===== src/common/vga_defines.svh =====
// VGA 800x600 timing constants, text box geometry
// and the display colour set

`ifndef VGA_DEFINES_SVH
`define VGA_DEFINES_SVH

`define VGA_H_ACTIVE     11'd800
`define VGA_H_TOTAL      11'd1056
`define VGA_H_SYNC_START 11'd840
`define VGA_H_SYNC_END   11'd968

`define VGA_V_ACTIVE     11'd600
`define VGA_V_TOTAL      11'd628
`define VGA_V_SYNC_START 11'd601
`define VGA_V_SYNC_END   11'd605

`define TEXT_POS_X  11'd128
`define TEXT_POS_Y  11'd128
`define TEXT_WIDTH  11'd256
`define TEXT_HEIGHT 11'd128
`define TEXT_SCALE  2             // glyph pixel is 4x4 screen pixels

`define COLOR_BG     12'h00f      // blue
`define COLOR_BORDER 12'hf00      // red
`define COLOR_TEXT   12'hfff      // white

`endif


===== src/common/vga_pkg.sv =====
// vga_pkg with vector types for counters, colour,
// character addressing and glyph rows

`default_nettype none

package vga_pkg;

    typedef logic [10:0] count_t;       // pixel counter
    typedef logic [11:0] rgb_t;         // 4 bits per channel

    // column in [7:3], row in [2:0]
    typedef logic [7:0] char_xy_t;

    typedef logic [3:0] char_line_t;    // glyph row within a character
    typedef logic [6:0] char_code_t;

    // msb is the leftmost pixel
    typedef logic [7:0] glyph_row_t;

endpackage

`default_nettype wire


===== src/rtl/vga_timing.sv =====
// vga_timing: 800x600 horizontal and vertical counters
// with registered sync and blanking outputs

`timescale 1ns/100ps
`default_nettype none

`include "vga_defines.svh"

module vga_timing (
    input  logic            clk,
    input  logic            rst,
    output vga_pkg::count_t hcount,
    output vga_pkg::count_t vcount,
    output logic            hsync,
    output logic            vsync,
    output logic            hblnk,
    output logic            vblnk
);

    vga_pkg::count_t hcount_nxt;
    vga_pkg::count_t vcount_nxt;

    always_comb begin
        hcount_nxt = hcount + 11'd1;
        vcount_nxt = vcount;
        if (hcount == `VGA_H_TOTAL - 11'd1) begin
            hcount_nxt = '0;
            if (vcount == `VGA_V_TOTAL - 11'd1) begin
                vcount_nxt = '0;              // end of frame
            end else begin
                vcount_nxt = vcount + 11'd1;
            end
        end
    end

    // decode from the next count so syncs stay aligned with the counters
    always_ff @(posedge clk) begin
        if (rst) begin
            hcount <= '0;
            vcount <= '0;
            hsync  <= 1'b0;
            vsync  <= 1'b0;
            hblnk  <= 1'b0;
            vblnk  <= 1'b0;
        end else begin
            hcount <= hcount_nxt;
            vcount <= vcount_nxt;
            hsync  <= (hcount_nxt >= `VGA_H_SYNC_START) && (hcount_nxt < `VGA_H_SYNC_END);
            vsync  <= (vcount_nxt >= `VGA_V_SYNC_START) && (vcount_nxt < `VGA_V_SYNC_END);
            hblnk  <= (hcount_nxt >= `VGA_H_ACTIVE);
            vblnk  <= (vcount_nxt >= `VGA_V_ACTIVE);
        end
    end

    a_hcount_range : assert property (
        @(posedge clk) disable iff (rst)
        hcount < `VGA_H_TOTAL
    );

endmodule

`default_nettype wire


===== config.mk =====
export PLATFORM = sky130hd
export DESIGN_NAME = vga_timing
export DESIGN_NICKNAME = d
export VERILOG_FILES = /design/src/common/vga_pkg.sv /design/src/rtl/vga_timing.sv
export VERILOG_INCLUDE_DIRS = /design/src /design/src/common
export SDC_FILE = /design/constraint.sdc
export NUM_CORES = 1
export LEC_CHECK = 0
export ABC_AREA = 1
export BUFFER_PORTS_ARGS = -buffer_cell sky130_fd_sc_hd__buf_4
export CAP_MARGIN = 20
export CORE_MARGIN = 4
export CORE_UTILIZATION = 50
export CTS_CLUSTER_DIAMETER = 150
export DETAILED_ROUTE_END_ITERATION = 10
export PLACE_DENSITY_LB_ADDON = 0.2
export SLEW_MARGIN = 20
export SYNTH_ARGS = -nofsm -noshare
export SYNTH_HDL_FRONTEND = slang
export SYNTH_SLANG_ARGS = --single-unit

===== constraint.sdc =====
create_clock -name clk -period 1.7 [get_ports clk]
set_input_delay 0.34 -clock clk [delete_from_list [all_inputs] [get_ports clk]]
set_output_delay 0.34 -clock clk [all_outputs]
set_load 0.005 [all_outputs]

### Word level (Yosys, flattened, before mapping)

Index checks and enable logic that the tools add are counted.

| word-level totals | value |
|---|---|
| output and inout port bits | 26 |
| flip-flop bits (word level) | 26 |
| bits of input ports | 2 |

| cells by class | value |
|---|---|
| magnitude comparators | 6 |
| $add $sub $neg | 2 |
| reductions and logical operators | 2 |
| equal/unequal tests | 2 |
| multiplexer cells | 3 |

Operator list:

| operator | number |
|---|---|
| $ge A11 B10 Y1 const B | 4 |
| $mux W11 | 3 |
| $add A11 B1 Y11 const B | 2 |
| $lt A11 B10 Y1 const B | 2 |
| $eq A11 B10 Y1 const B | 1 |
| $eq A11 B11 Y1 const B | 1 |
| $logic_and A1 B1 Y1 | 2 |

### Logic depth before layout (Yosys ltp)

| logic depth | value |
|---|---|
| word-level depth | 5 |
| mapped depth | 13 |
| gate-level depth less buffers | 13 |

### Least setup slack after synthesis

Ideal clock, no wire load.

| path | value |
|---|---|
| kind | register to register |
| from | reg hcount[0] |
| to | reg vsync |
| slack | -0.028 ns |
| period minus slack after synthesis | 1.728 ns |
| data required time | 1.589 ns |
| stages on the path, launching flop included | 14 |
| arrival time | 1.616 ns |
| cell sequence | dfxtp_1 ha_1 nand2_2 nor2_4 nand2_2 nor2_4 buf_6 nand4_2 nand2_2 nand2_1 nor2_4 nand3_1 nand3_1 nor2_1 |

| on the way | value |
|---|---|
| word-level cells in the longest chain between the ends | 4 |
| elaborated cells on any way between the ends | 5 |
| those cells by class | 2 x order compare; 1 x eq/ne; 1 x mux; 1 x reduce/logical |

Ends and longest elaborated chain:

| item | RTL line | text |
|---|---|---|
| start, declared | vga_timing.sv:12 | `output vga_pkg::count_t hcount,` |
| start signal, assigned | vga_timing.sv:46 | `hcount <= hcount_nxt;` |
| $eq A11 B11 Y1 * | vga_timing.sv:26 | `` if (hcount == `VGA_H_TOTAL - 11'd1) begin `` |
| $mux W11 * | vga_timing.sv:26 |  |
| $ge A11 B10 Y1 (no line) or $lt A11 B10 Y1 (tied branches) | n/a |  |
| $logic_and A1 B1 Y1 * | vga_timing.sv:49 | `` vsync <= (vcount_nxt >= `VGA_V_SYNC_START) && (vcount_nxt < `VGA_V_SYNC_END); `` |
| end signal, assigned | vga_timing.sv:49 |  |
| end, declared | vga_timing.sv:15 | `output logic vsync,` |

Mark *: on every way between the ends. The rest lies on a longest branch, timed or not.
A chain may end at the register's enable or synchronous reset.

### Worst setup path in the final report

| path | value |
|---|---|
| from | reg vcount[2] |
| to | reg vsync |

| on the way | value |
|---|---|
| word-level cells in the longest chain between the ends | 5 |
| elaborated cells on any way between the ends | 7 |
| those cells by class | 1 x add/sub; 2 x order compare; 1 x eq/ne; 2 x mux; 1 x reduce/logical |

Ends and longest elaborated chain:

| item | RTL line | text |
|---|---|---|
| start, declared | vga_timing.sv:13 | `output vga_pkg::count_t vcount,` |
| start signal, assigned | vga_timing.sv:47 | `vcount <= vcount_nxt;` |
| $add A11 B1 Y11 or $eq A11 B10 Y1 (tied branches) | vga_timing.sv:31, vga_timing.sv:28 |  |
| $mux W11 | vga_timing.sv:28 | `` if (vcount == `VGA_V_TOTAL - 11'd1) begin `` |
| $mux W11 * | vga_timing.sv:26 |  |
| $ge A11 B10 Y1 (no line) or $lt A11 B10 Y1 (tied branches) | n/a |  |
| $logic_and A1 B1 Y1 * | vga_timing.sv:49 |  |

Marked as above.

==> impl_metrics.tcl <==
set metrics [dict create \
    pwr-share-clk_pct 39.2 \
    cp-end-kind "register" \
    max_stage_delay_ns 0.54 \
    synth.largest_area_cell "dfxtp_1" \
    dpl_cell_area_um2 2100 \
    status "complete, but fails checks" \
    worst-setup-path-type "register to register" \
    fin_util_pct 81.0 \
    synthXorXnorAreaFrac_pct 2.74 \
    clk_latency_ns 0.34 \
    synth.area.top_cells "dfxtp_1 (33%), nand2_1 (14%), nor2_1 (9.2%), nand3_1 (8.5%), inv_1 (7.5%)" \
    avgSynthCellArea_um2 6.39 \
    violations "negative setup slack" \
    gp_congestion 0.854 \
    drt_iter0_markers 121 \
    num_vias 1907 \
    drt-total-wl_um 5100 \
    ir_drop_v 0.000465 \
    num_rows 20 \
    p_sw_mw 0.226 \
    max_freq_mhz 532 \
    cts_tree "done" \
    cap_violations 0 \
    crit_top_cell "nand2_1" \
    hold_slack_ns 0.337 \
    hold_start "rst" \
    chipHeight_um 64.5 \
    netlist_area_um2 1600 \
    cts.sinks 26 \
    ctsHoldBuffers 0 \
    drv_slew 0 \
    worst_hold_path_type "primary input to register" \
    synth_seq_area_share_pct 32.6 \
    numCtsBuffers 3 \
    cp_cell_sequence "nand3_1 > nor2_1 > xor2_1 > nand3_1 > nand2_1 > nand2_1 > nand2_1 > a21oi_2 > nand3_2 > nor2_1" \
    finalPower_mw 1.11 \
    syn_to_final_growth_pct 54.8 \
    fp.dieW_um 64.5 \
    yosys.area_share.simple_pct 45.6 \
    worstPathArrival_ns 2.17 \
    crit_start "vcount[2]" \
    syn-num-nets 254 \
    yosysUniqueCellTypes 28 \
    dp_hpwl_um 3170 \
    final_common_cell "buf_4" \
    p_per_area_nw_per_um2 447 \
    root_buffer "clkbuf_4" \
    drc 0 \
    synth-compound-area-share_pct 6.89 \
    port_buffers 27 \
    antenna_found_initial 0 \
    tightest_slew_ns 0.338 \
    max-slew-margin-rel_pct 77.4 \
    rr_worst_depth 10 \
    cp_max_fo 8 \
    final_layout_size_suffix_gt1_share_pct 43.6 \
    crit_slowest_cell "dfxtp_1" \
    worstReg2RegStart "vcount[2]" \
    finalHoldViolCount 0 \
    num_io_pins 28 \
    ant_nets 0 \
    clk_pin_slew_ns 0.15 \
    p_int_mw 0.880 \
    holdPathEnd "hcount[7]" \
    yosys-mux-area-fraction_pct 0 \
    finalSetupTns_ns -0.417 \
    setup_viol 5 \
    pwr-share-comb_pct 4.5 \
    worst_setup_path_start_kind "register" \
    overflow 0 \
    stdcell_area_um2 2470 \
    via_per_inst 5.22 \
    leakage_nw 1.15 \
    core_um2 3050 \
    clock_path_buffers 2 \
    holdPathStages 2 \
    synth_adder_area_share_pct 1.57 \
    rsz0062_at_grt "true" \
    yosys_warnings 0 \
    drtPass1Iterations 4 \
    fin_crit_sh_pct 111 \
    num-nets-final 326 \
    yosysTopAreaCellShare_pct 32.6 \
    ys_seq_elements 26 \
    skew_ns 0.0125 \
    final_cell_mix "buf_4 (63), nand2_1 (47), nor2_1 (35), inv_1 (30), dfxtp_1 (20)" \
    regToRegEndpoint "vsync" \
    syn_inst 250 \
    grt_pass1_wl_um 7710 \
    grt_pass1_vias 1773 \
    seqPwrFrac_pct 56.3 \
    grt_max_degree 26 \
    setup_ws_ns -0.179 \
    synth_top_family_by_area "simple AND/OR/NAND/NOR gates" \
    swShare_pct 20.4 \
    wl_per_cell_um 14.0 \
    crit_required_ns 1.99 \
    grt_util_all_layers_pct 23.6 \
    cts_max_level 1 \
    die_area_um2 4160 \
    antenna_cells 0 \
    start_util_pct 52.3 \
    ff2ff_setup_slack_ns -0.18 \
    period_needed_ns 1.88 \
]
[logic make-up (layout without fill, tap and decap cells)]
group | Yosys count | after routing
and+or+nand+nor | 157 | 157
AOI/OAI and AO/OA | 19 | 19
buffers and inverters | 41 | 112
xor gates and xnor gates | 5 | 5
DFF | 26 | 26
adders and majority gates | 2 | 2
[cell usage after synthesis, drive strengths merged]
cell and count:
nor3 5, o21a 2, and2 1, nand3 28
a21oi 9, nand3b 1, xor2 5, nand2 66
o21ai 7, inv 35, o21bai 1, dfxtp 26
ha 2, nand4 8, buf 3, nor2 47
nor3b 1, clkbuf 3
[metal layers]
metal	up-vias	track usage [%]	wire [µm]
met2	69	44.2	2630
met1	890	26.5	2040
li1	929	-	-
met5	-	0	0
met4	0	11.3	165
met3	19	1.91	265
[per-stage QoR]
stage	instances	setup WS, ns
after floorplan	250	0.000578
after global placement	352	-0.0576
after detailed placement	352	-0.102
after CTS	364	-0.0522
after global routing	365	-0.226
final	365	-0.179
[flip-flops by register name, summed over array words and instances, names as in the netlist]
register	cells
hcount	11
vblnk	1
hblnk	1
hsync	1
vcount	11
vsync	1
[worst max-delay path: cells and delay by family, from the launching register on]
kind            cells  cell delay [ns]
simple gates        8             1.00
flops               1             0.54
compound gates      1             0.17
xor+xnor            1             0.12
[worst max path at each step]
stage	to	slack [ns]
floorplan	vsync	0.0006
global placement	vsync	-0.06
detailed placement	vsync	-0.10
CTS	vsync	-0.05
global route	vsync	-0.23
finish	vsync	-0.18
[power groups by stage]
stage          clock, mW  sequential (mW)  combinational, mW
2_1_floorplan          0            0.635             0.0199
3_3_place_gp           0            0.633             0.0445
3_5_place_dp           0            0.633             0.0443
4_1_cts            0.428            0.623             0.0468
5_1_grt            0.481            0.625             0.0551
6_report           0.433            0.623             0.0495
[area by class of cell]
class	instances	area (µm²)
Clock inverter	1	30.0
Timing Repair Buffer	73	594
Inverter	35	131
Tap cell	44	55.1
Sequential cell	26	528
Fill cell	201	579
Multi-Input combinational cell	183	1110
Clock buffer	3	22.5
[what timing repair did]
action / CTS / global route
endpoints found under the hold margin: 0 / 0
setup buffers: 8 / 1
gates resized for setup: 29 / 35
endpoints found under the setup margin: 6 / 11
pin swaps: 13 / 22
(Power assumes the default switching activity.)
