### src/common/vga_defines.svh
// VGA 800x600 timing constants, text box geometry
// and the display colour set

`ifndef VGA_DEFINES_SVH
`define VGA_DEFINES_SVH

`define VGA_H_ACTIVE     11'd800
`define VGA_H_TOTAL      11'd1056
`define VGA_H_SYNC_START 11'd840
`define VGA_H_SYNC_END   11'd968

`define VGA_V_ACTIVE     11'd600
`define VGA_V_TOTAL      11'd628
`define VGA_V_SYNC_START 11'd601
`define VGA_V_SYNC_END   11'd605

`define TEXT_POS_X  11'd128
`define TEXT_POS_Y  11'd128
`define TEXT_WIDTH  11'd256
`define TEXT_HEIGHT 11'd128
`define TEXT_SCALE  2             // glyph pixel is 4x4 screen pixels

`define COLOR_BG     12'h00f      // blue
`define COLOR_BORDER 12'hf00      // red
`define COLOR_TEXT   12'hfff      // white

`endif

### src/common/vga_pkg.sv
// vga_pkg with vector types for counters, colour,
// character addressing and glyph rows

`default_nettype none

package vga_pkg;

    typedef logic [10:0] count_t;       // pixel counter
    typedef logic [11:0] rgb_t;         // 4 bits per channel

    // column in [7:3], row in [2:0]
    typedef logic [7:0] char_xy_t;

    typedef logic [3:0] char_line_t;    // glyph row within a character
    typedef logic [6:0] char_code_t;

    // msb is the leftmost pixel
    typedef logic [7:0] glyph_row_t;

endpackage

`default_nettype wire

### src/rtl/draw_bg.sv
// draw_bg: background colour with a one pixel border,
// one register stage on the VGA signals

`timescale 1ns/100ps
`default_nettype none

`include "vga_defines.svh"

module draw_bg (
    input  logic            clk,
    input  logic            rst,
    input  vga_pkg::count_t in_hcount,
    input  vga_pkg::count_t in_vcount,
    input  logic            in_hsync,
    input  logic            in_vsync,
    input  logic            in_hblnk,
    input  logic            in_vblnk,
    output vga_pkg::count_t out_hcount,
    output vga_pkg::count_t out_vcount,
    output logic            out_hsync,
    output logic            out_vsync,
    output logic            out_hblnk,
    output logic            out_vblnk,
    output vga_pkg::rgb_t   out_rgb
);

    vga_pkg::rgb_t rgb_nxt;
    logic          on_border;

    always_comb begin
        on_border = (in_vcount == '0) || (in_vcount == `VGA_V_ACTIVE - 11'd1) ||
                    (in_hcount == '0) || (in_hcount == `VGA_H_ACTIVE - 11'd1);
        if (in_hblnk || in_vblnk) begin
            rgb_nxt = '0;
        end else if (on_border) begin
            rgb_nxt = `COLOR_BORDER;
        end else begin
            rgb_nxt = `COLOR_BG;
        end
    end

    always_ff @(posedge clk) begin
        if (rst) begin
            out_hcount <= '0;
            out_vcount <= '0;
            out_hsync  <= 1'b0;
            out_vsync  <= 1'b0;
            out_hblnk  <= 1'b0;
            out_vblnk  <= 1'b0;
            out_rgb    <= '0;
        end else begin
            out_hcount <= in_hcount;
            out_vcount <= in_vcount;
            out_hsync  <= in_hsync;
            out_vsync  <= in_vsync;
            out_hblnk  <= in_hblnk;
            out_vblnk  <= in_vblnk;
            out_rgb    <= rgb_nxt;
        end
    end

endmodule

`default_nettype wire

### config.mk
export PLATFORM = sky130hd
export DESIGN_NAME = draw_bg
export DESIGN_NICKNAME = d
export VERILOG_FILES = /design/src/common/vga_pkg.sv /design/src/rtl/draw_bg.sv
export VERILOG_INCLUDE_DIRS = /design/src /design/src/common
export SDC_FILE = /design/constraint.sdc
export NUM_CORES = 1
export LEC_CHECK = 0
export ABC_AREA = 1
export BUFFER_PORTS_ARGS = -buffer_cell sky130_fd_sc_hd__buf_4
export CAP_MARGIN = 0
export CORE_MARGIN = 2
export CORE_UTILIZATION = 25
export DETAILED_ROUTE_END_ITERATION = 12
export GPL_TIMING_DRIVEN = 0
export SYNTH_ARGS = -nofsm -noshare
export SYNTH_HDL_FRONTEND = slang
export SYNTH_SLANG_ARGS = --single-unit
export TNS_END_PERCENT = 5
### constraint.sdc
create_clock -name clk -period 2.1 [get_ports clk]
set_clock_uncertainty 0.05 [all_clocks]
set_input_delay 0.42 -clock clk [delete_from_list [all_inputs] [get_ports clk]]
set_output_delay 0.42 -clock clk [all_outputs]
set_load 0.03 [all_outputs]
* After elaboration in Yosys (flattened, before gate mapping)
Cells that the tools add are included.
** Storage, ports and cells
- Bits in registers :: 38
** Cells by class
- Reductions and logical operators :: 7
- Mux-type cells :: 1
- Eq/ne operators :: 2
** Operators by type and width (count)
- $eq A11 B10 Y1 const B :: 2
- $logic_not A11 Y1 :: 2
- $mux W12 :: 1
- $logic_or A1 B1 Y1 :: 4
- $reduce_or A2 Y1 :: 1

* Longest topological paths before layout
Gate-level depths: netlist of the first run.
- Depth in word-level cells :: 5
- Depth in mapped cells :: 8
- Gate-level depth less buffers :: 8

* Least setup slack after synthesis of the first run
OpenSTA, ideal clock, no wires.
- Path kind :: reg-to-output
- From :: register out_rgb[10]
- To :: output out_rgb[10]
- Buffers on the path :: 1
- Slack :: 0.891 ns
- Cell stages (with the launch flop) :: 2
- Arrival time :: 0.739 ns
- Cell sequence :: dfxtp_1 -> buf_4
** RTL lines
- start, declared :: line draw_bg.sv:24 : output vga_pkg::rgb_t out_rgb
- start signal, assigned :: line draw_bg.sv:58 : out_rgb <= rgb_nxt;
No word-level cell between the ends.

* Final worst setup path of the first run
- From :: register out_rgb[3]
- To :: output out_rgb[3]
No word-level cell between the ends.

==> results of run 1 <==
cell families (layout without fill, tap and decap cells):
group / count (synthesis) / after routing / synth area share
flops: 28 / 28 / 0.530
simple gates: 78 / 78 / 0.283
buf+inv: 41 / 104 / 0.184
other cells: 1 / 4 / 0.00354
routing by layer:
layer | track usage | vias to the layer above
li1 | - | 539
met1 | 0.129 | 379
met2 | 0.174 | 36
met3 | 0.0249 | 4
met4 | 0.0479 | 0
met5 | 0 | -
synth_stat cells:
cell type and instances:
nand3_1 3, dfxtp_1 28, inv_1 24, buf_2 3, nor3_1 2, buf_4 10
nand2_1 27, nor2_1 46, conb_1 1, inv_2 4
per-stage QoR:
step                      total power [mW]  worst slack, ns   util
after detailed placement             0.800            0.851  0.393
final                                 1.07            0.718  0.403
after global routing                  1.13            0.653  0.403
after CTS                             1.09            0.707  0.403
after floorplan                      0.700            0.891      -
after global placement               0.799            0.852  0.393
where the power goes:
part	total (mW)	switching (mW)	internal [mW]
clock network	0.285	0.157	0.129
logic	0.220	0.128	0.0922
registers	0.565	0.00737	0.558
total	1.07	0.292	0.779
final timing paths:
check	from	end	slack, ns	cells past startpoint
worst max-delay path	out_rgb[3]	out_rgb[3]	0.72	2
worst min-delay path	in_hsync	out_hsync	0.29	3
flip-flops by register name (all words and copies together), names as in the netlist:
name        cells
out_hblnk       1
out_vblnk       1
out_rgb         2
out_hcount     11
out_hsync       1
out_vcount     11
out_vsync       1
critical path, cell delays in order, from the launching register on:
cell and delay [ns]:
dfxtp_1 0.38, buf_4 0.12, buf_4 0.14
cell type report:
type	count	area, um^2
buffer	13	90.1
clock buffer	3	41.3
fill	447	2400
inverter	28	105
multi-input combinational	82	314
sequential	28	561
tap	50	62.6
timing repair buffer	60	450
==> flow_summary.ini, run 1 <==
[floorplanning]
ios = 66
die_y_um = 69.1
core_area_mm2 = 0.00403
initial_core_util = 0.263
die_x_um = 69.1
rows = 23
die-area_mm2 = 0.00477

[clock_tree]
numCtsBuffers = 3
cts.sinks = 28
cts_tree = built
clockRootBuffer = clkbuf_8
hold_buffers = 0
cts_post_setup_buffers_inserted = 0
ctsResizeCount = 0
clk_path_buf_depth = 2
h-tree-depth = 1
path_clk_slew_ns = 0.09

[logic_synthesis]
synth_top_area_share = 0.530
yosysWarnings = 0
syn_area_mm2 = 0.00106
netlist_instances = 148
yosysSeqAreaShare = 0.530
synth_top_area_cell = dfxtp_1
postSynthAreaPerCell_um2 = 7.15
synth-seq-cells = 28
synth_cell_types = 10
yosys-top-cells-area = dfxtp_1 53%, nor2_1 16%, nand2_1 9.6%, inv_1 8.5%, buf_4 7.1%

[finish]
final_cell_mix = 70 x buf_4, 46 x nor2_1, 28 x dfxtp_1, 27 x nand2_1, 24 x inv_1
layout_commonest_cell = buf_4
fin_area_mm2 = 0.00162
final_cells = 264
drive_gt1_frac = 0.374
final_nets = 244
area_growth_pct = 53.4
diodes = 0

[timing]
slew_viol_final = 0
timing.fmax_ghz = 0.724
min_period_over_period = 0.658
final_hold_viol_count = 0
rsz0062_at_grt = no
setup_violations = 0
fin_hold_ws_ns = 0.294
layout_min_cycle_time_ns = 1.38
tns_ns = 0

[worst_setup_path]
worstPathRequired_ns = 1.63
cp_max_fo = 4
critPathLaunchType = register
criticalPathCategory = register to primary output
worstPathArrival_ns = 0.91
crit_path_end_kind = primary output

[route]
met1_length_um = 1080
drt_iter0_drc = 35
dr_wl_met2_um = 1080
vias = 958
drt-vias-per-instance = 3.63
route.met3.wl_um = 173
drc = 0
highest_layer = met4
antenna_left = 0
firstDrtPassIters = 4
post_drt_wl_per_cell_um = 8.98
finalWirelength_um = 2370

[place]
place_congestion = 0.765
detailed_place_hpwl_um = 1930
place_inst = 261
place_area_mm2 = 0.00158
port_buffers = 60

[min_path]
min_path_type = input port to register

[grt]
grt_max_degree = 15
antenna_found_initial = 0
overflow = 0
grt_pass1_vias = 971
grt_pass1_wl_um = 4080
grt_util_all_layers = 0.105

[outcome]
status = completed

[power]
ir_worst_vdd_uv = 268
powerDensity_mw_per_mm2 = 659
leakagePower_nw = 0.937

[flow_run]
maxCapViolCount = 0
(Power assumes the default switching activity.)
==> run 2, diff against run 1 <==
==> constraint.sdc (replaced) <==
create_clock -name clk -period 1.2 [get_ports clk]
set_clock_uncertainty 0.05 [all_clocks]
set_input_delay 0.24 -clock clk [delete_from_list [all_inputs] [get_ports clk]]
set_output_delay 0.24 -clock clk [all_outputs]
set_load 0.03 [all_outputs]
==> run 2 against run 1 <==
Sequential cell count did not move. Clock-buffer cell count did not move. Core utilization rose by 0.62 points. Non-clock buffer count did not move. Via count rose by 0.94%. Wire length fell by 0.25%. Worst setup slack got worse by 0.67 ns. Final area rose by 1.5%.
==> flow_summary.ini, run 2 (synthesized netlist as in run 1, its figures left out) <==
[route]
drt-vias-per-instance = 3.66
drt_iter0_drc = 36
drc = 0
finalWirelength_um = 2370
vias = 967
antenna_left = 0
post_drt_wl_per_cell_um = 8.96
firstDrtPassIters = 4

[outcome]
status = completed

[timing]
tns_ns = 0
fin_hold_ws_ns = 0.116
rsz0062_at_grt = no
slew_viol_final = 0
min_period_over_period = 0.960
layout_min_cycle_time_ns = 1.15
timing.fmax_ghz = 0.868
final_hold_viol_count = 0
setup_violations = 0

[finish]
nFillCells = 440
drive_gt1_frac = 0.383
fin_area_mm2 = 0.00165
area_growth_pct = 55.8
final_core_util = 0.409
final_cell_mix = 64 x buf_4, 46 x nor2_1, 27 x nand2_1, 26 x dfxtp_1, 24 x inv_1
final_nets = 244
diodes = 0
reg_top3 = out_hcount: 11 flops, out_vcount: 11 flops, out_rgb: 2 flops
layout_commonest_cell = buf_4

[power]
comb_power_share = 0.207
intPower_mw = 1.37
ir_worst_vdd_uv = 469
p_total_mw = 1.87
switching_share = 0.271
p_clk_frac = 0.265
leakagePower_nw = 0.942
p_sw_mw = 0.507
p_seq_frac = 0.528
powerDensity_mw_per_mm2 = 1140

[clock_tree]
cts.sinks = 28
h-tree-depth = 1
clk_path_buf_depth = 2
path_clk_slew_ns = 0.09
clockRootBuffer = clkbuf_8
cts_tree = built
numCtsBuffers = 3

[worst_setup_path]
crit_path_end_kind = primary output
worstPathRequired_ns = 0.91
cp_slowest_cell = dfxtp_2
cp_max_fo = 4
crit_chain = buf_4 > buf_6
slowest_delay_ns = 0.34
critPathLaunchType = register
criticalPathCategory = register to primary output
worstPathArrival_ns = 0.86

[floorplanning]
die_x_um = 69.1
die_y_um = 69.1
die-area_mm2 = 0.00477
rows = 23
ios = 66
core_area_mm2 = 0.00403
initial_core_util = 0.263

[grt]
antenna_found_initial = 0
overflow = 0
grt_pass1_wl_um = 4080
grt_max_degree = 15
grt_util_all_layers = 0.105
grt_pass1_vias = 971

[flow_run]
maxCapViolCount = 0

[min_path]
min_delay_path_depth = 3
min_to = out_hsync
min_from = in_hsync
min_path_type = input port to register

[place]
place_congestion = 0.765
place_area_mm2 = 0.00158
detailed_place_hpwl_um = 1930
port_buffers = 60
## run 2: cell count changes in the layout (fill, tap and decap cells not counted)
cell	previous run	this run
buf_6	0	6
dfxtp_1	28	26
dfxtp_2	0	2
buf_4	70	64
## run 2: worst max-delay path by stage
stage                       startpoint     endpoint  slack (ns)  cells past startpoint
after floorplan            out_rgb[10]  out_rgb[10]        0.17                      1
after global routing        out_rgb[3]   out_rgb[1]       0.009                      2
after global placement    in_hcount[2]   out_rgb[3]        0.13                      9
final                       out_rgb[3]   out_rgb[2]        0.05                      2
after detailed placement  in_vcount[5]   out_rgb[3]        0.13                      9
after CTS                  out_rgb[10]  out_rgb[10]        0.01                      2
## run 2: timing repair
action	in CTS	in global routing
setup buffers	0	0
setup endpoints to repair	6	6
gates resized for setup	2	6
hold buffers	0	0
## run 2: layout make-up
cell class                      instances  area [um^2]  area share
Sequential cell                        28          563       0.341
Timing Repair Buffer                   60          473       0.287
Multi-Input combinational cell         82          314       0.190
Inverter                               28          105      0.0637
Buffer                                 13         90.1      0.0546
Tap cell                               50         62.6      0.0379
Clock buffer                            3         41.3      0.0250
## run 2: worst max-delay path: cells and delay by family (launching register included)
kind / cells / cell delay (ns)
buffers and inverters: 2 / 0.26
DFF: 1 / 0.34
## run 2: metal layers
| metal | track usage | up-vias | share of wire |
|---|---|---|---|
| met5 | 0 | - | 0 |
| met4 | 0.0479 | 0 | 0.017 |
| met3 | 0.0249 | 4 | 0.073 |
| met2 | 0.174 | 36 | 0.46 |
| met1 | 0.129 | 387 | 0.45 |
| li1 | - | 540 | - |
## run 2: power by group through the flow
stage	sequential [mW]	clock [mW]	combinational [mW]
after floorplan	1.11	0	0.117
after global placement	1.01	0	0.387
after detailed placement	1.01	0	0.388
after CTS	0.990	0.525	0.389
after global routing	0.997	0.558	0.423
final	0.989	0.495	0.387
## run 2: stage by stage
| step | cells | setup slack, ns |
|---|---|---|
| detailed placement | 261 | 0.131 |
| global route | 264 | 0.00920 |
| CTS | 264 | 0.0114 |
| global placement | 261 | 0.132 |
| floorplan | 151 | 0.171 |
| finish | 264 | 0.0486 |
==> run 3, diff against run 2 <==
--- a/config.mk
+++ b/config.mk
@@ -13,6 +13,7 @@
 export CORE_UTILIZATION = 25
 export DETAILED_ROUTE_END_ITERATION = 12
 export GPL_TIMING_DRIVEN = 0
+export RECOVER_POWER = 50
 export SYNTH_ARGS = -nofsm -noshare
 export SYNTH_HDL_FRONTEND = slang
 export SYNTH_SLANG_ARGS = --single-unit
==> constraint.sdc (replaced) <==
create_clock -name clk -period 1.2 [get_ports clk]
set_clock_uncertainty 0.05 [all_clocks]
set_input_delay 0.06 -clock clk [delete_from_list [all_inputs] [get_ports clk]]
set_output_delay 0.06 -clock clk [all_outputs]
set_load 0.03 [all_outputs]
==> run 3 against run 2 <==
Combinational power is 9.3% higher. Clock-buffer cell count stayed put. Via count is 12% higher. Largest power group unchanged. Sequential share of layout area is 3.1 points lower. First-iteration DRC count is 8.3% higher.
==> flow_summary.ini, run 3 (synthesized netlist as in run 1, its figures left out) <==
[route]
drt-vias-per-instance = 3.78
firstDrtPassIters = 4
vias = 1085
drc = 0
finalWirelength_um = 2800
drt_iter0_drc = 39
antenna_left = 0
post_drt_wl_per_cell_um = 9.74

[finish]
diodes = 0
reg_top3 = out_hcount: 11 flops, out_vcount: 11 flops, out_rgb: 2 flops
drive_gt1_frac = 0.262
final_core_util = 0.448
final_nets = 267
final_cell_mix = 42 x buf_4, 40 x nor2_1, 28 x dfxtp_1, 26 x nand2_1
area_growth_pct = 70.4
fin_area_mm2 = 0.00180
final_cells = 287
layout_commonest_cell = buf_4

[worst_setup_path]
crit_path_end_kind = register
cp_max_fo = 3
criticalPathCategory = input port to register
critPathLaunchType = input port
worstPathRequired_ns = 1.32
worstPathArrival_ns = 1.24

[clock_tree]
cts_tree = built
path_clk_slew_ns = 0.09
h-tree-depth = 1
cts_post_setup_buffers_inserted = 0
numCtsBuffers = 3
cts.sinks = 28
clockRootBuffer = clkbuf_8
clk_path_buf_depth = 2

[grt]
grt_max_degree = 15
grt_pass1_wl_um = 4770
grt_util_all_layers = 0.123
antenna_found_initial = 0
grt_pass1_vias = 1104
overflow = 0

[timing]
setup_slack_ns = 0.0820
final_hold_viol_count = 0
min_period_over_period = 0.932
tns_ns = 0
timing.fmax_ghz = 0.894
setup_violations = 0
slew_viol_final = 0
rsz0062_at_grt = yes
layout_min_cycle_time_ns = 1.12

[flow_run]
maxCapViolCount = 0

[power]
leakagePower_nw = 0.961
powerDensity_mw_per_mm2 = 1060
ir_worst_vdd_uv = 479

[floorplanning]
initial_core_util = 0.263
core_area_mm2 = 0.00403
die-area_mm2 = 0.00477
ios = 66
die_x_um = 69.1
die_y_um = 69.1
rows = 23

[outcome]
status = completed

[min_path]
min_path_type = input port to register

[place]
dp_slack_ns = 0.311
place_inst = 261
place_congestion = 0.765
place_area_mm2 = 0.00158
port_buffers = 60
detailed_place_hpwl_um = 1930
-- run 3: changes by cell type in the layout (fill, tap and decap cells not counted), moves of 2 or more --
cell | previous run | this run
inv_2 | 4 | 6
dlygate4sd3_1 | 0 | 24
buf_4 | 64 | 42
clkbuf_1 | 0 | 24
nor2_1 | 46 | 40
dlymetal6s4s_1 | 0 | 3
nor2_2 | 0 | 6
dfxtp_2 | 2 | 0
dfxtp_1 | 26 | 28
inv_1 | 24 | 22
buf_6 | 6 | 0
-- run 3: final timing paths --
path	from	endpoint	slack (ns)	cells past startpoint
worst max-delay path	in_vcount[4]	out_rgb[3]	0.08	10
worst min-delay path	in_hcount[2]	out_hcount[2]	0.15	3
-- run 3: metal layers --
layer | GRT usage | vias to the layer above | wire [um]
met1 | 0.150 | 456 | 1200
met2 | 0.213 | 40 | 1390
met4 | 0.0545 | 0 | 59
met3 | 0.0175 | 6 | 141
li1 | - | 583 | -
met5 | 0 | - | 0
-- run 3: report_power, final --
part | switching [mW] | internal, mW | total [mW]
Sequential | 0.0124 | 0.976 | 0.989
Combinational | 0.245 | 0.179 | 0.423
Clock | 0.279 | 0.225 | 0.504
Total | 0.536 | 1.38 | 1.92
-- run 3: stage by stage --
stage                     power [mW]  hold WS (ns)
after floorplan                 1.23         0.117
after global placement          1.40         0.212
after detailed placement        1.40         0.220
after CTS                       1.97         0.473
after global routing            2.02         0.175
final                           1.92         0.148
-- run 3: what timing repair did --
action	in CTS	in global routing
setup endpoints to repair	0	2
hold buffers	27	0
resized for setup	0	13
hold endpoints to repair	26	0
-- run 3: area by class of cell --
type,count,area (um^2)
well taps,50,62.6
clock buffers,3,41.3
multi-input cells,82,337
inverters,28,105
repair buffers,83,608
flip-flops and latches,28,561
plain buffers,13,90.1
fillers,459,2220
-- run 3: critical path, stage by stage --
cell and delay, ns:
dlygate4sd3_1 0.54, buf_4 0.14, nor2_1 0.10, nand2_1 0.09
inv_1 0.06, nand2_1 0.04, nand2_1 0.06, nand2_1 0.04
nand2_1 0.06, nor2_1 0.04
