<file path="src/common/vga_defines.svh">
// VGA 800x600 timing constants, text box geometry
// and the display colour set

`ifndef VGA_DEFINES_SVH
`define VGA_DEFINES_SVH

`define VGA_H_ACTIVE     11'd800
`define VGA_H_TOTAL      11'd1056
`define VGA_H_SYNC_START 11'd840
`define VGA_H_SYNC_END   11'd968

`define VGA_V_ACTIVE     11'd600
`define VGA_V_TOTAL      11'd628
`define VGA_V_SYNC_START 11'd601
`define VGA_V_SYNC_END   11'd605

`define TEXT_POS_X  11'd128
`define TEXT_POS_Y  11'd128
`define TEXT_WIDTH  11'd256
`define TEXT_HEIGHT 11'd128
`define TEXT_SCALE  2             // glyph pixel is 4x4 screen pixels

`define COLOR_BG     12'h00f      // blue
`define COLOR_BORDER 12'hf00      // red
`define COLOR_TEXT   12'hfff      // white

`endif

</file>
<file path="src/common/vga_pkg.sv">
// vga_pkg with vector types for counters, colour,
// character addressing and glyph rows

`default_nettype none

package vga_pkg;

    typedef logic [10:0] count_t;       // pixel counter
    typedef logic [11:0] rgb_t;         // 4 bits per channel

    // column in [7:3], row in [2:0]
    typedef logic [7:0] char_xy_t;

    typedef logic [3:0] char_line_t;    // glyph row within a character
    typedef logic [6:0] char_code_t;

    // msb is the leftmost pixel
    typedef logic [7:0] glyph_row_t;

endpackage

`default_nettype wire

</file>
<file path="src/text/draw_rect_char.sv">
// draw_rect_char: scaled text box overlay driven by the
// screen and font memories, 4 cycles from input to output

`timescale 1ns/100ps
`default_nettype none

`include "vga_defines.svh"

module draw_rect_char (
    input  logic                clk,
    input  logic                rst,
    input  logic                start_game,
    input  vga_pkg::glyph_row_t char_line_pixels,
    input  vga_pkg::count_t     in_hcount,
    input  vga_pkg::count_t     in_vcount,
    input  logic                in_hsync,
    input  logic                in_vsync,
    input  logic                in_hblnk,
    input  logic                in_vblnk,
    input  vga_pkg::rgb_t       in_rgb,
    output vga_pkg::char_xy_t   char_xy,
    output vga_pkg::char_line_t char_line,
    output vga_pkg::count_t     out_hcount,
    output vga_pkg::count_t     out_vcount,
    output logic                out_hsync,
    output logic                out_vsync,
    output logic                out_hblnk,
    output logic                out_vblnk,
    output vga_pkg::rgb_t       out_rgb
);

    // three stage delay line, index 2 lines up with the glyph row
    vga_pkg::count_t     hcount_q [0:2];
    vga_pkg::count_t     vcount_q [0:2];
    vga_pkg::rgb_t       rgb_q    [0:2];
    logic [2:0]          hsync_q;
    logic [2:0]          vsync_q;
    logic [2:0]          hblnk_q;
    logic [2:0]          vblnk_q;
    vga_pkg::char_line_t char_line_q;

    vga_pkg::count_t     x_in;
    vga_pkg::count_t     y_in;
    vga_pkg::count_t     x_off;
    logic                in_box;
    logic                glyph_bit;
    vga_pkg::rgb_t       rgb_nxt;

    assign x_in = in_hcount - `TEXT_POS_X;
    assign y_in = in_vcount - `TEXT_POS_Y;

    always_ff @(posedge clk) begin
        if (rst) begin
            hcount_q    <= '{default: '0};
            vcount_q    <= '{default: '0};
            rgb_q       <= '{default: '0};
            hsync_q     <= '0;
            vsync_q     <= '0;
            hblnk_q     <= '0;
            vblnk_q     <= '0;
            char_xy     <= '0;
            char_line_q <= '0;
            char_line   <= '0;
        end else begin
            hcount_q    <= '{in_hcount, hcount_q[0], hcount_q[1]};
            vcount_q    <= '{in_vcount, vcount_q[0], vcount_q[1]};
            rgb_q       <= '{in_rgb, rgb_q[0], rgb_q[1]};
            hsync_q     <= {hsync_q[1:0], in_hsync};
            vsync_q     <= {vsync_q[1:0], in_vsync};
            hblnk_q     <= {hblnk_q[1:0], in_hblnk};
            vblnk_q     <= {vblnk_q[1:0], in_vblnk};
            char_xy     <= {5'(x_in >> (3 + `TEXT_SCALE)), 3'(y_in >> (4 + `TEXT_SCALE))};
            char_line_q <= 4'(y_in >> `TEXT_SCALE);
            char_line   <= char_line_q;           // meets char_code at the font rom
        end
    end

    always_comb begin
        x_off     = hcount_q[2] - `TEXT_POS_X;
        in_box    = (hcount_q[2] >= `TEXT_POS_X) && (hcount_q[2] < `TEXT_POS_X + `TEXT_WIDTH) &&
                    (vcount_q[2] >= `TEXT_POS_Y) && (vcount_q[2] < `TEXT_POS_Y + `TEXT_HEIGHT);
        glyph_bit = char_line_pixels[3'd7 - 3'(x_off >> `TEXT_SCALE)];
        if (in_box && glyph_bit && !start_game) begin
            rgb_nxt = `COLOR_TEXT;
        end else begin
            rgb_nxt = rgb_q[2];                   // background shows through
        end
    end

    always_ff @(posedge clk) begin
        if (rst) begin
            out_hcount <= '0;
            out_vcount <= '0;
            out_hsync  <= 1'b0;
            out_vsync  <= 1'b0;
            out_hblnk  <= 1'b0;
            out_vblnk  <= 1'b0;
            out_rgb    <= '0;
        end else begin
            out_hcount <= hcount_q[2];
            out_vcount <= vcount_q[2];
            out_hsync  <= hsync_q[2];
            out_vsync  <= vsync_q[2];
            out_hblnk  <= hblnk_q[2];
            out_vblnk  <= vblnk_q[2];
            out_rgb    <= rgb_nxt;
        end
    end

    a_blank_black : assert property (
        @(posedge clk) disable iff (rst)
        (out_hblnk || out_vblnk) |-> (out_rgb == '0)
    );

endmodule

`default_nettype wire

</file>
<file path="config.mk">
export PLATFORM = sky130hd
export DESIGN_NAME = draw_rect_char
export DESIGN_NICKNAME = d
export VERILOG_FILES = /design/src/common/vga_pkg.sv /design/src/text/draw_rect_char.sv
export VERILOG_INCLUDE_DIRS = /design/src /design/src/common
export SDC_FILE = /design/constraint.sdc
export NUM_CORES = 1
export LEC_CHECK = 0
export BUFFER_PORTS_ARGS = -buffer_cell sky130_fd_sc_hd__buf_2
export CAP_MARGIN = 20
export CORE_ASPECT_RATIO = 0.75
export CORE_MARGIN = 2
export CORE_UTILIZATION = 45
export DETAILED_ROUTE_END_ITERATION = 8
export PLACE_DENSITY = 0.68
export REMOVE_ABC_BUFFERS = 1
export SYNTH_ARGS = -nofsm -noshare
export SYNTH_HDL_FRONTEND = slang
export SYNTH_SLANG_ARGS = --single-unit
</file>
<file path="constraint.sdc">
create_clock -name clk -period 1.6 [get_ports clk]
set_input_delay 0.32 -clock clk [delete_from_list [all_inputs] [get_ports clk]]
set_output_delay 0.32 -clock clk [all_outputs]
set_load 0.05 [all_outputs]
</file>
# Word level (Yosys, flattened, before mapping)
# Cells that the tools add are included.
[classes]
n_addsub = 4
n_mul = 0
div_mod_pow = 0
order_cmp = 5
n_eq_ne = 0
shifts = 0
mux = 3
n_bitwise = 0
reduce_logical = 6
[ops]
columns = ["cell", "n"]
rows = [
  ["greater-or-equal comparator 11 x 8 -> 1 bit (second input constant)", 2],
  ["less-than comparator 11 x 9 -> 1 bit (second input constant)", 2],
  ["two-way mux 12 bit", 1],
  ["subtractor 10 x 8 -> 10 bit (second input constant)", 1],
  ["subtractor 9 x 8 -> 9 bit (second input constant)", 1],
  ["logical AND 1 bit", 5],
  ["subtractor 5 x 1 -> 5 bit (second input constant)", 1],
  ["less-than comparator 3 x 4 -> 1 bit (second input constant)", 1],
  ["binary-select mux 1 bit (select 3 bit)", 1],
  ["subtractor 3 bit (first input constant)", 1],
  ["zero test 1 bit", 1],
  ["two-way mux 1 bit", 1],
]
[word_totals]
register_bits = 168
latch_bits = 0
ramBits = 0
rom_bits = 0
in_bits = 49
out_inout_bits = 50
n_memories = 0

# Depth between registers and ports, before layout
# Gate-level depths: netlist of run 1.
[depth]
depth_word = 7
ltp_mapped = 4

# Worst setup path before layout of run 1
# OpenSTA, ideal clock, no wires.
[synth_timing]
path_type = "flip-flop to flip-flop"
start = "reg hcount_q[2] (netlist bit)"
end = "reg out_rgb[10]"
setup_ps = 134
t_arrival_ps = 1332
required_time_ps = 1466
setup_slack_ps = 134
stages_incl_launch_ff = 5
n_path_buf = 1
period_less_slack_ps = 1466
cell_sequence = "dfxtp_1 > mux4_1 > mux2i_2 > buf_6 > o22ai_1"
[synth_via]
elab_chain_cells = 7
[synth_lines]
columns = ["element", "line", "text"]
rows = [
  ["from (decl)", "draw_rect_char.sv:33", "vga_pkg::count_t hcount_q [0:2];"],
  ["from (signal assigned)", "draw_rect_char.sv:65", "hcount_q <= '{in_hcount, hcount_q[0], hcount_q[1]};"],
  ["subtractor 5 x 1 -> 5 bit (no line) (tied with other cells)", "-", ""],
  ["subtractor 3 bit or logical AND 1 bit (tied branches)", "draw_rect_char.sv:82, draw_rect_char.sv:80", ""],
  ["binary-select mux 1 bit (select 3 bit) or logical AND 1 bit (tied branches)", "draw_rect_char.sv:82, draw_rect_char.sv:80", ""],
  ["two-way mux 1 bit or logical AND 1 bit (tied branches)", "draw_rect_char.sv:82, draw_rect_char.sv:80", ""],
  ["logical AND 1 bit (*) (2 in series)", "draw_rect_char.sv:83", "if (in_box && glyph_bit && !start_game) begin"],
  ["two-way mux 12 bit (*)", "draw_rect_char.sv:83", ""],
  ["to (signal assigned)", "draw_rect_char.sv:106", "out_rgb <= rgb_nxt;"],
  ["to (decl)", "draw_rect_char.sv:29", "output vga_pkg::rgb_t out_rgb"],
]
# Mark *: on every way between the ends. The rest lies on a longest branch, timed or not. The select of a mux whose other input is x is not followed.
# A chain may end at the register's enable or synchronous reset.

# Worst setup path in the final report of run 1
[layout_timing]
start = "reg hcount_q[2] (netlist bit)"
end = "reg out_rgb[1]"
# The elaborated chain is that of the path after synthesis.

==> metrics, run 1 <==
Layout Nets 510; Util after Layout 58.5%; Clock Sinks 157; drt drc 0; top layer reached by signal wires met4; critical path class reg -> reg; Clock power frac 46.8%; CP Data Required Time 1.89 ns; Internal Pwr Total 0.00659 W; Post-CTS Setup Repair Bufs 0; P per Cell Area 1510 nW/µm²; crit share post-route 95.8%; synthesized area 4410 µm²; # Max-Cap Violations 0; largest net degree at the start of global routing 70; setup skew after layout 0.00900 ns; Starting Density 46.1%; core area 9580 µm²; Die Area 10600 µm²; antenna violations before repair 0; Final Setup Violations 0; io pins 99; switching portion of total power 22.1%; share of cells above drive strength 1 29.4%; drt pass-1 iters 4; Flop pwr share 48.3%; P_leak 2.47 nW; Max Freq 0.652 GHz; GRT overflow 0; area delta synth->final 27.0%; final non-filler cell total 605; Peak VDD IR 0.714 mV; vias in the first global route 2271; DR WL/cell 10.6 µm; sequential-to-total area share from yosys stat 71.2%; vias 2500; dpl ws 0.0304 ns; clock slew at reported path FFs 0.06 ns; Syn Area/Cell 12.1 µm²; Slew @ Worst Pin 0.298 ns; WL met2 3090 µm; ANT nets after route 0; Ys Warns 0; Setup crit start kind register; HP Class in -> reg; Gate power share 4.9%; HPWL Detailed 3930 µm; Routed WL 6440 µm; Final Critical Period 1.53 ns; setup ws final 0.0666 ns; Rel. slew slack 80.0%; RSZ-0062 raised after global routing false; post-synthesis sequential element count 157; Max Transition Viols Final 0; Chip Width 118 µm; Post-CTS Hold Fix Bufs 0; Initial DRC Count 137; Placement Rows 31; Root Buffer clkbuf_16; WP data arrival 1.82 ns; clk buf depth 2; worst skew pair latency 0.41 ns; Hold Fails Final Rpt 0; WL met3 427 µm; die height 89.8 µm; gr usage total 12.8%; Placed Instances 572; status finished, final reports clean; ANT cells 0; first-pass GRT wire length 10400 µm; Critical Path Fanout Max 6; CTS tree built; Power, Total 0.00845 W; NetSw 0.00187 W; DR vias/cell 4.13; gpl congestion 0.714; IO Port Bufs 98; fillers 827; H-tree depth 4; Metal-1 WL 2810 µm; cell count after synthesis 364; CTS buffer count 17; Setup Total Neg Slack 0 ns; library cells used by synthesis 16; Worst Setup End Kind register
-- metal layers --
metal  vias up  global-route usage (%)
li1       1300                       -
met1      1118                    14.4
met2        72                    20.2
met3        10                    5.84
met4         0                    7.53
met5         -                       0
-- power by group through the flow --
stage / combinational, W / clock (W) / sequential [W]
final: 0.000416 / 0.00396 / 0.00408
after global routing: 0.000454 / 0.00423 / 0.00409
after CTS: 0.000413 / 0.00405 / 0.00408
after detailed placement: 0.000409 / 0 / 0.00417
after global placement: 0.000402 / 0 / 0.00416
after floorplan: 0.000117 / 0 / 0.00428
-- cell families after synthesis --
logic type,Yosys count,share of synthesized area (%)
xor gates and xnor gates,3,0.596
AOI/OAI and AO/OA,12,1.70
DFF,157,71.2
buffers and inverters,40,4.17
adders and majority gates,1,0.283
and+or+nand+nor,148,20.5
muxes,3,1.50
-- critical path, stage by stage (launching register included) --
cell	delay, ns
dfxtp_2	0.36
mux4_2	0.54
mux2i_4	0.20
clkbuf_4	0.22
o22ai_1	0.09
-- layout make-up --
type	count	area, µm²	share of cell area (%)
tap	132	165	2.95
multi-input combinational	167	1090	19.4
timing repair buffer	103	559	9.98
sequential	157	3140	56.1
clock buffer	18	439	7.83
clock inverter	14	158	2.81
inverter	14	52.6	0.937
-- layout by cell type, fill, tap and decap left out, types with 5 or more instances in the layout --
cell and n:
nor2b_1 138, inv_6 5, buf_2 97, nor2_1 8, dfxtp_1 156, clkbuf_16 17
inv_1 14, o22ai_1 12
-- final timing paths --
check                from            to  slack [ns]  cells past startpoint
max           hcount_q[2]    out_rgb[1]        0.07                      4
min          in_hcount[7]    char_xy[5]        0.08                      2
max reg2reg   hcount_q[2]    out_rgb[1]        0.07                      4
min reg2reg  hcount_q[25]  hcount_q[14]        0.43                      1
-- what timing repair did --
action | CTS | global route
pin swaps | 0 | 0
gates resized for setup | 1 | 5
setup endpoints to repair | 12 | 11
cloned | 0 | 1
-- cell usage after synthesis --
| cell | count | area, µm² |
|---|---|---|
| dfxtp_1 | 157 | 3140 |
| nor2b_1 | 138 | 863 |
| clkbuf_1 | 16 | 60.1 |
| inv_1 | 14 | 52.6 |
| o22ai_1 | 12 | 75.1 |
| nor2_1 | 8 | 30.0 |
| buf_4 | 7 | 52.6 |
| buf_1 | 2 | 7.51 |
| mux4_1 | 2 | 52.6 |
| xor2_1 | 2 | 17.5 |
| buf_6 | 1 | 11.3 |
| ha_1 | 1 | 12.5 |
| mux2i_2 | 1 | 13.8 |
| nand4_1 | 1 | 6.26 |
| nor4_1 | 1 | 6.26 |
| xnor2_1 | 1 | 8.76 |
-- through the flow --
| stage | hold slack [ns] | instance area (µm²) |
|---|---|---|
| 3_3_place_gp | 0.416 | 4990 |
| 4_1_cts | 0.0687 | 5600 |
| 3_5_place_dp | 0.420 | 4990 |
| 5_1_grt | 0.0715 | 5610 |
| 2_1_floorplan | 0.387 | 4280 |
| 6_report | 0.0820 | 5610 |
-- sequential cells by signal, summed over array words and instances (netlist names), 3 cells and up --
signal,cells
rgb_q,36
hsync_q,3
char_line,3
char_xy,8
hcount_q,31
out_vcount,11
vsync_q,3
out_hcount,11
vcount_q,29
out_rgb,12
vblnk_q,3
hblnk_q,3
No activity file was read; power rests on OpenSTA's default activity.
==> run 2: changes to the inputs <==
MAX_ROUTING_LAYER = met4   (was default)
RECOVER_POWER = 100   (was default)
==> run 2 against run 1 <==
  * Non-clock buffer count unchanged
  * Flip-flop and latch count unchanged
  * Maximum frequency increased by 0.37%
  * Routed wire length increased by 0.28%
  * Worst setup slack improved by 0.0057 ns
  * Global-route usage increased by 0.42 points
  * Largest power group unchanged
  * Clock power about the same
  * Total power decreased by 0.15%
==> metrics, run 2 (synthesis results as in run 1) <==
critical path class reg -> reg; io pins 99 (unchanged); first-pass GRT wire length 10400 µm (about the same); clk buf depth 2 (unchanged); gpl congestion 0.722 (+1.1%); Hold Fails Final Rpt 0 (unchanged); Post-CTS Setup Repair Bufs 0 (unchanged); vias in the first global route 2270 (-0.044%); Final Setup Violations 0 (unchanged); Setup Total Neg Slack 0 ns (unchanged); CTS tree built; Slowest cell on crit path mux4_2; family with the most delay on the worst path multiplexers; gr usage total 13.3% (+0.42 points); Slew @ Worst Pin 0.678 ns (+0.380 ns); P per Cell Area 1510 nW/µm² (+0.32%); commonest non-fill, non-tap cell in the layout dfxtp_1; # Max-Cap Violations 0 (unchanged); Worst Setup End Kind register; Layout Nets 510 (unchanged); Max Transition Viols Final 0 (unchanged); crit share post-route 95.5% (-0.36 points); critical path, cell by cell mux4_2 > mux2i_4 > buf_4 > o22ai_1; IO Port Bufs 98 (unchanged); worst skew pair latency 0.41 ns (about the same); drt drc 0 (unchanged); Critical Path Stages 4 (unchanged); Chip Width 118 µm (unchanged); largest net degree at the start of global routing 70 (unchanged); worst r2r path cells 4 (unchanged); drt pass-1 iters 4 (unchanged); vias 2491 (-0.36%); Critical Path Fanout Max 6 (unchanged); Peak VDD IR 0.716 mV (+0.28%); CTS buffer count 17 (unchanged); worst path bufs/invs 1 (unchanged); Starting Density 46.1% (unchanged); clock slew at reported path FFs 0.06 ns (about the same); HP Class in -> reg; GRT overflow 0 (unchanged); Routed WL 6460 µm (+0.28%); Largest register FFs 36 (unchanged); status finished, final reports clean; biggest regs rgb_q: 36 flops, hcount_q: 31 flops, vcount_q: 29 flops; commonest cells after routing, fill and taps aside dfxtp_1, nor2b_1, clkbuf_2; Most flops, register rgb_q; Clock Sinks 157 (unchanged); Placement Rows 31 (unchanged); Cells on Worst Hold Path 2 (unchanged); Initial DRC Count 103 (-25%); CP Data Required Time 1.87 ns (-0.02 ns); Util after Layout 58.2% (-0.27 points); antenna violations before repair 0 (unchanged); Max Freq 0.655 GHz (+0.37%); die height 89.8 µm (unchanged); Crit path largest cell delay 0.54 ns (about the same); Die Area 10600 µm² (unchanged); ANT cells 0 (unchanged); Setup crit start kind register; P_leak 2.42 nW (-2.1%); area delta synth->final 26.4%; RSZ-0062 raised after global routing false; DR WL/cell 10.7 µm (+0.28%); Final Critical Period 1.53 ns (-0.00571 ns); Rel. slew slack 54.8% (-25 points); ANT nets after route 0 (unchanged); Root Buffer clkbuf_16; share of cells above drive strength 1 29.2% (-0.21 points); DR vias/cell 4.12 (-0.36%); HPWL Detailed 3930 µm (unchanged); setup skew after layout 0.00769 ns (-0.00131 ns); WP data arrival 1.79 ns (-0.03 ns); core area 9580 µm² (unchanged); H-tree depth 4 (unchanged); Post-CTS Hold Fix Bufs 0 (unchanged)
[run 2: report_power, final]
group / internal (W) / total (W) / switching (W)
sequential: 0.00405 / 0.00408 / 0.0000334
clock: 0.00237 / 0.00395 / 0.00158
combinational: 0.000159 / 0.000406 / 0.000247
total: 0.00658 / 0.00844 / 0.00186
[run 2: routing by layer]
layer / vias up / track usage [%] / routed length [µm]
met2: 70 / 20.2 / 3140
met4: 0 / 6.33 / 40
li1: 1295 / - / -
met1: 1121 / 14.4 / 2850
met3: 5 / 6.79 / 423
met5: - / - / 0
[run 2: final timing paths]
path | start | slack (ns) | endpoint
setup / recovery | hcount_q[2] | 0.07 | out_rgb[1]
setup reg to reg | hcount_q[2] | 0.07 | out_rgb[1]
hold reg to reg | hcount_q[25] | 0.43 | hcount_q[14]
hold / removal | in_vcount[7] | 0.10 | char_xy[1]
[run 2: timing repair]
action                                  4_1_cts  5_1_grt
pin swaps                                     0        0
cloned                                        0        1
endpoints found under the setup margin       12       11
gates resized for setup                       1        6
[run 2: area by class of cell]
type | count | area, µm²
flip-flops and latches | 157 | 3140
fillers | 832 | 4000
multi-input cells | 167 | 1090
clock inverters | 14 | 158
repair buffers | 103 | 533
well taps | 132 | 165
inverters | 14 | 52.6
clock buffers | 18 | 439
[run 2: stage by stage]
step,setup WS [ns],total power (W),area (µm²),instances,hold slack (ns)
final,0.0723,0.00844,5580,605,0.102
after global routing,0.0444,0.00877,5580,605,0.0767
after CTS,0.00527,0.00855,5600,604,0.0687
after detailed placement,0.0304,0.00457,4990,572,0.420
after global placement,0.0881,0.00456,4990,572,0.416
after floorplan,0.0205,0.00439,4280,338,0.387
==> run 3: changes to the inputs <==
PLACE_DENSITY = 0.7   (was 0.68)
==> run 3 against run 2 <==
  * Design area up 1.2%
  * Total power grew 4.1%
  * Clock-buffer cell count is 1 higher
  * Register-to-register slack is essentially flat
  * Non-clock buffer count is the same
  * Largest cell class unchanged
  * Largest power group is now clock
==> metrics, run 3 (synthesis results as in run 1) <==
Worst Setup End Kind register; io pins 99 (unchanged); Hold Fails Final Rpt 0 (unchanged); DR WL/cell 10.7 µm (+0.40%); # Max-Cap Violations 0 (unchanged); clk buf depth 2 (unchanged); CTS buffer count 17 (unchanged); RSZ-0062 raised after global routing false; Routed WL 6480 µm (+0.40%); Placement Rows 31 (unchanged); first-pass GRT wire length 10700 µm (+2.4%); biggest regs rgb_q: 36 flops, hcount_q: 31 flops, vcount_q: 29 flops; status finished, final reports clean; critical path class reg -> reg; commonest non-fill, non-tap cell in the layout dfxtp_1; antenna violations before repair 0 (unchanged); Post-CTS Hold Fix Bufs 0 (unchanged); CTS tree built; Critical Path Fanout Max 12 (+6); Setup Total Neg Slack 0 ns (unchanged); vias 2528 (+1.5%); H-tree depth 4 (unchanged); commonest cells after routing, fill and taps aside dfxtp_1, nor2b_1, clkbuf_2; ANT nets after route 0 (unchanged); Largest register FFs 36 (unchanged); core area 9580 µm² (unchanged); Root Buffer clkbuf_16; drt pass-1 iters 3 (-1); HP Class in -> reg; worst skew pair latency 0.40 ns (about the same); Layout Nets 510 (unchanged); share of cells above drive strength 1 28.5% (-0.63 points); Starting Density 46.1% (unchanged); WP data arrival 1.80 ns (about the same); Setup crit start kind register; Final Setup Violations 0 (unchanged); ANT cells 0 (unchanged); gpl congestion 0.736 (+2.0%); GRT overflow 0 (unchanged); Final Critical Period 1.52 ns (-0.00758 ns); clock slew at reported path FFs 0.06 ns (about the same); Die Area 10600 µm² (unchanged); Max Transition Viols Final 0 (unchanged); crit share post-route 95.0% (-0.47 points); area delta synth->final 27.9%; IO Port Bufs 98 (unchanged); gr usage total 13.3% (+0.085 points); Power, Total 0.00879 W (+4.1%); Initial DRC Count 108 (+4.9%); die height 89.8 µm (unchanged); Most flops, register rgb_q; CP Data Required Time 1.88 ns (about the same); Rel. slew slack 43.6% (-11 points); P per Cell Area 1560 nW/µm² (+2.9%); drt drc 0 (unchanged); P_leak 2.45 nW (+1.4%); HPWL Detailed 3910 µm (-0.51%); largest net degree at the start of global routing 62 (-11%); Clock Sinks 157 (unchanged); setup skew after layout 0.00729 ns (-0.000399 ns); Chip Width 118 µm (unchanged); fillers 802 (-3.6%); Peak VDD IR 0.838 mV (+17%); vias in the first global route 2301 (+1.4%); Max Freq 0.658 GHz (+0.50%); DR vias/cell 4.18 (+1.5%); Slew @ Worst Pin 0.847 ns (+0.169 ns)
[run 3: cell types whose count changed in the layout (fill, tap and decap cells not counted), moves of 2 or more]
cell	delta
bufinv_16	+3
buf_4	-2
buf_12	+2
inv_6	-2
clkbuf_1	+2
[run 3: path summary, 6_finish.rpt]
check / startpoint / depth (start not counted) / endpoint / slack, ns
worst max-delay path: hcount_q[2] / 4 / out_rgb[0] / 0.08
worst min-delay path: in_hcount[7] / 2 / char_xy[5] / 0.09
worst max register to register: hcount_q[2] / 4 / out_rgb[0] / 0.08
worst min register to register: rgb_q[31] / 1 / rgb_q[19] / 0.43
[run 3: power by group]
part	switching [W]	internal, W
clock	0.00151	0.00278
combinational	0.000248	0.000162
sequential	0.0000325	0.00405
[run 3: routing by layer]
| layer | global-route usage [%] | vias up | share of wire, % |
|---|---|---|---|
| met5 | - | - | 0 |
| met4 | 6.63 | 0 | 1.5 |
| met1 | 15.8 | 1134 | 47 |
| li1 | - | 1305 | - |
| met3 | 4.70 | 14 | 5.4 |
| met2 | 20.2 | 75 | 46 |
[run 3: metrics by stage]
stage	cell area [µm²]	util (%)	hold WS, ns	worst slack [ns]	cells
2_1_floorplan	4280	-	0.387	0.0205	338
3_3_place_gp	5000	52.2	0.417	0.0989	573
3_5_place_dp	5000	52.2	0.420	0.0403	573
4_1_cts	5650	59.0	0.0710	0.0202	605
5_1_grt	5640	58.9	0.0781	0.0289	605
6_report	5640	58.9	0.0894	0.0799	605
[run 3: critical path, cell delays in order (launching register included)]
cell	delay, ns
dfxtp_2	0.36
mux4_1	0.59
mux2i_2	0.19
buf_6	0.18
o22ai_1	0.10
[run 3: what timing repair did]
action | CTS | global route
gates resized for setup | 1 | 2
setup buffers | 0 | 0
setup endpoints to repair | 1 | 5
pin swaps | 0 | 0
[run 3: layout make-up]
type / count / area [µm²] / share of cell area, %
Timing Repair Buffer: 103 / 556 / 9.84
Tap cell: 132 / 165 / 2.93
Inverter: 14 / 52.6 / 0.931
Multi-Input combinational cell: 167 / 1080 / 19.2
Sequential cell: 157 / 3140 / 55.7
Clock inverter: 13 / 211 / 3.75
Clock buffer: 19 / 433 / 7.67
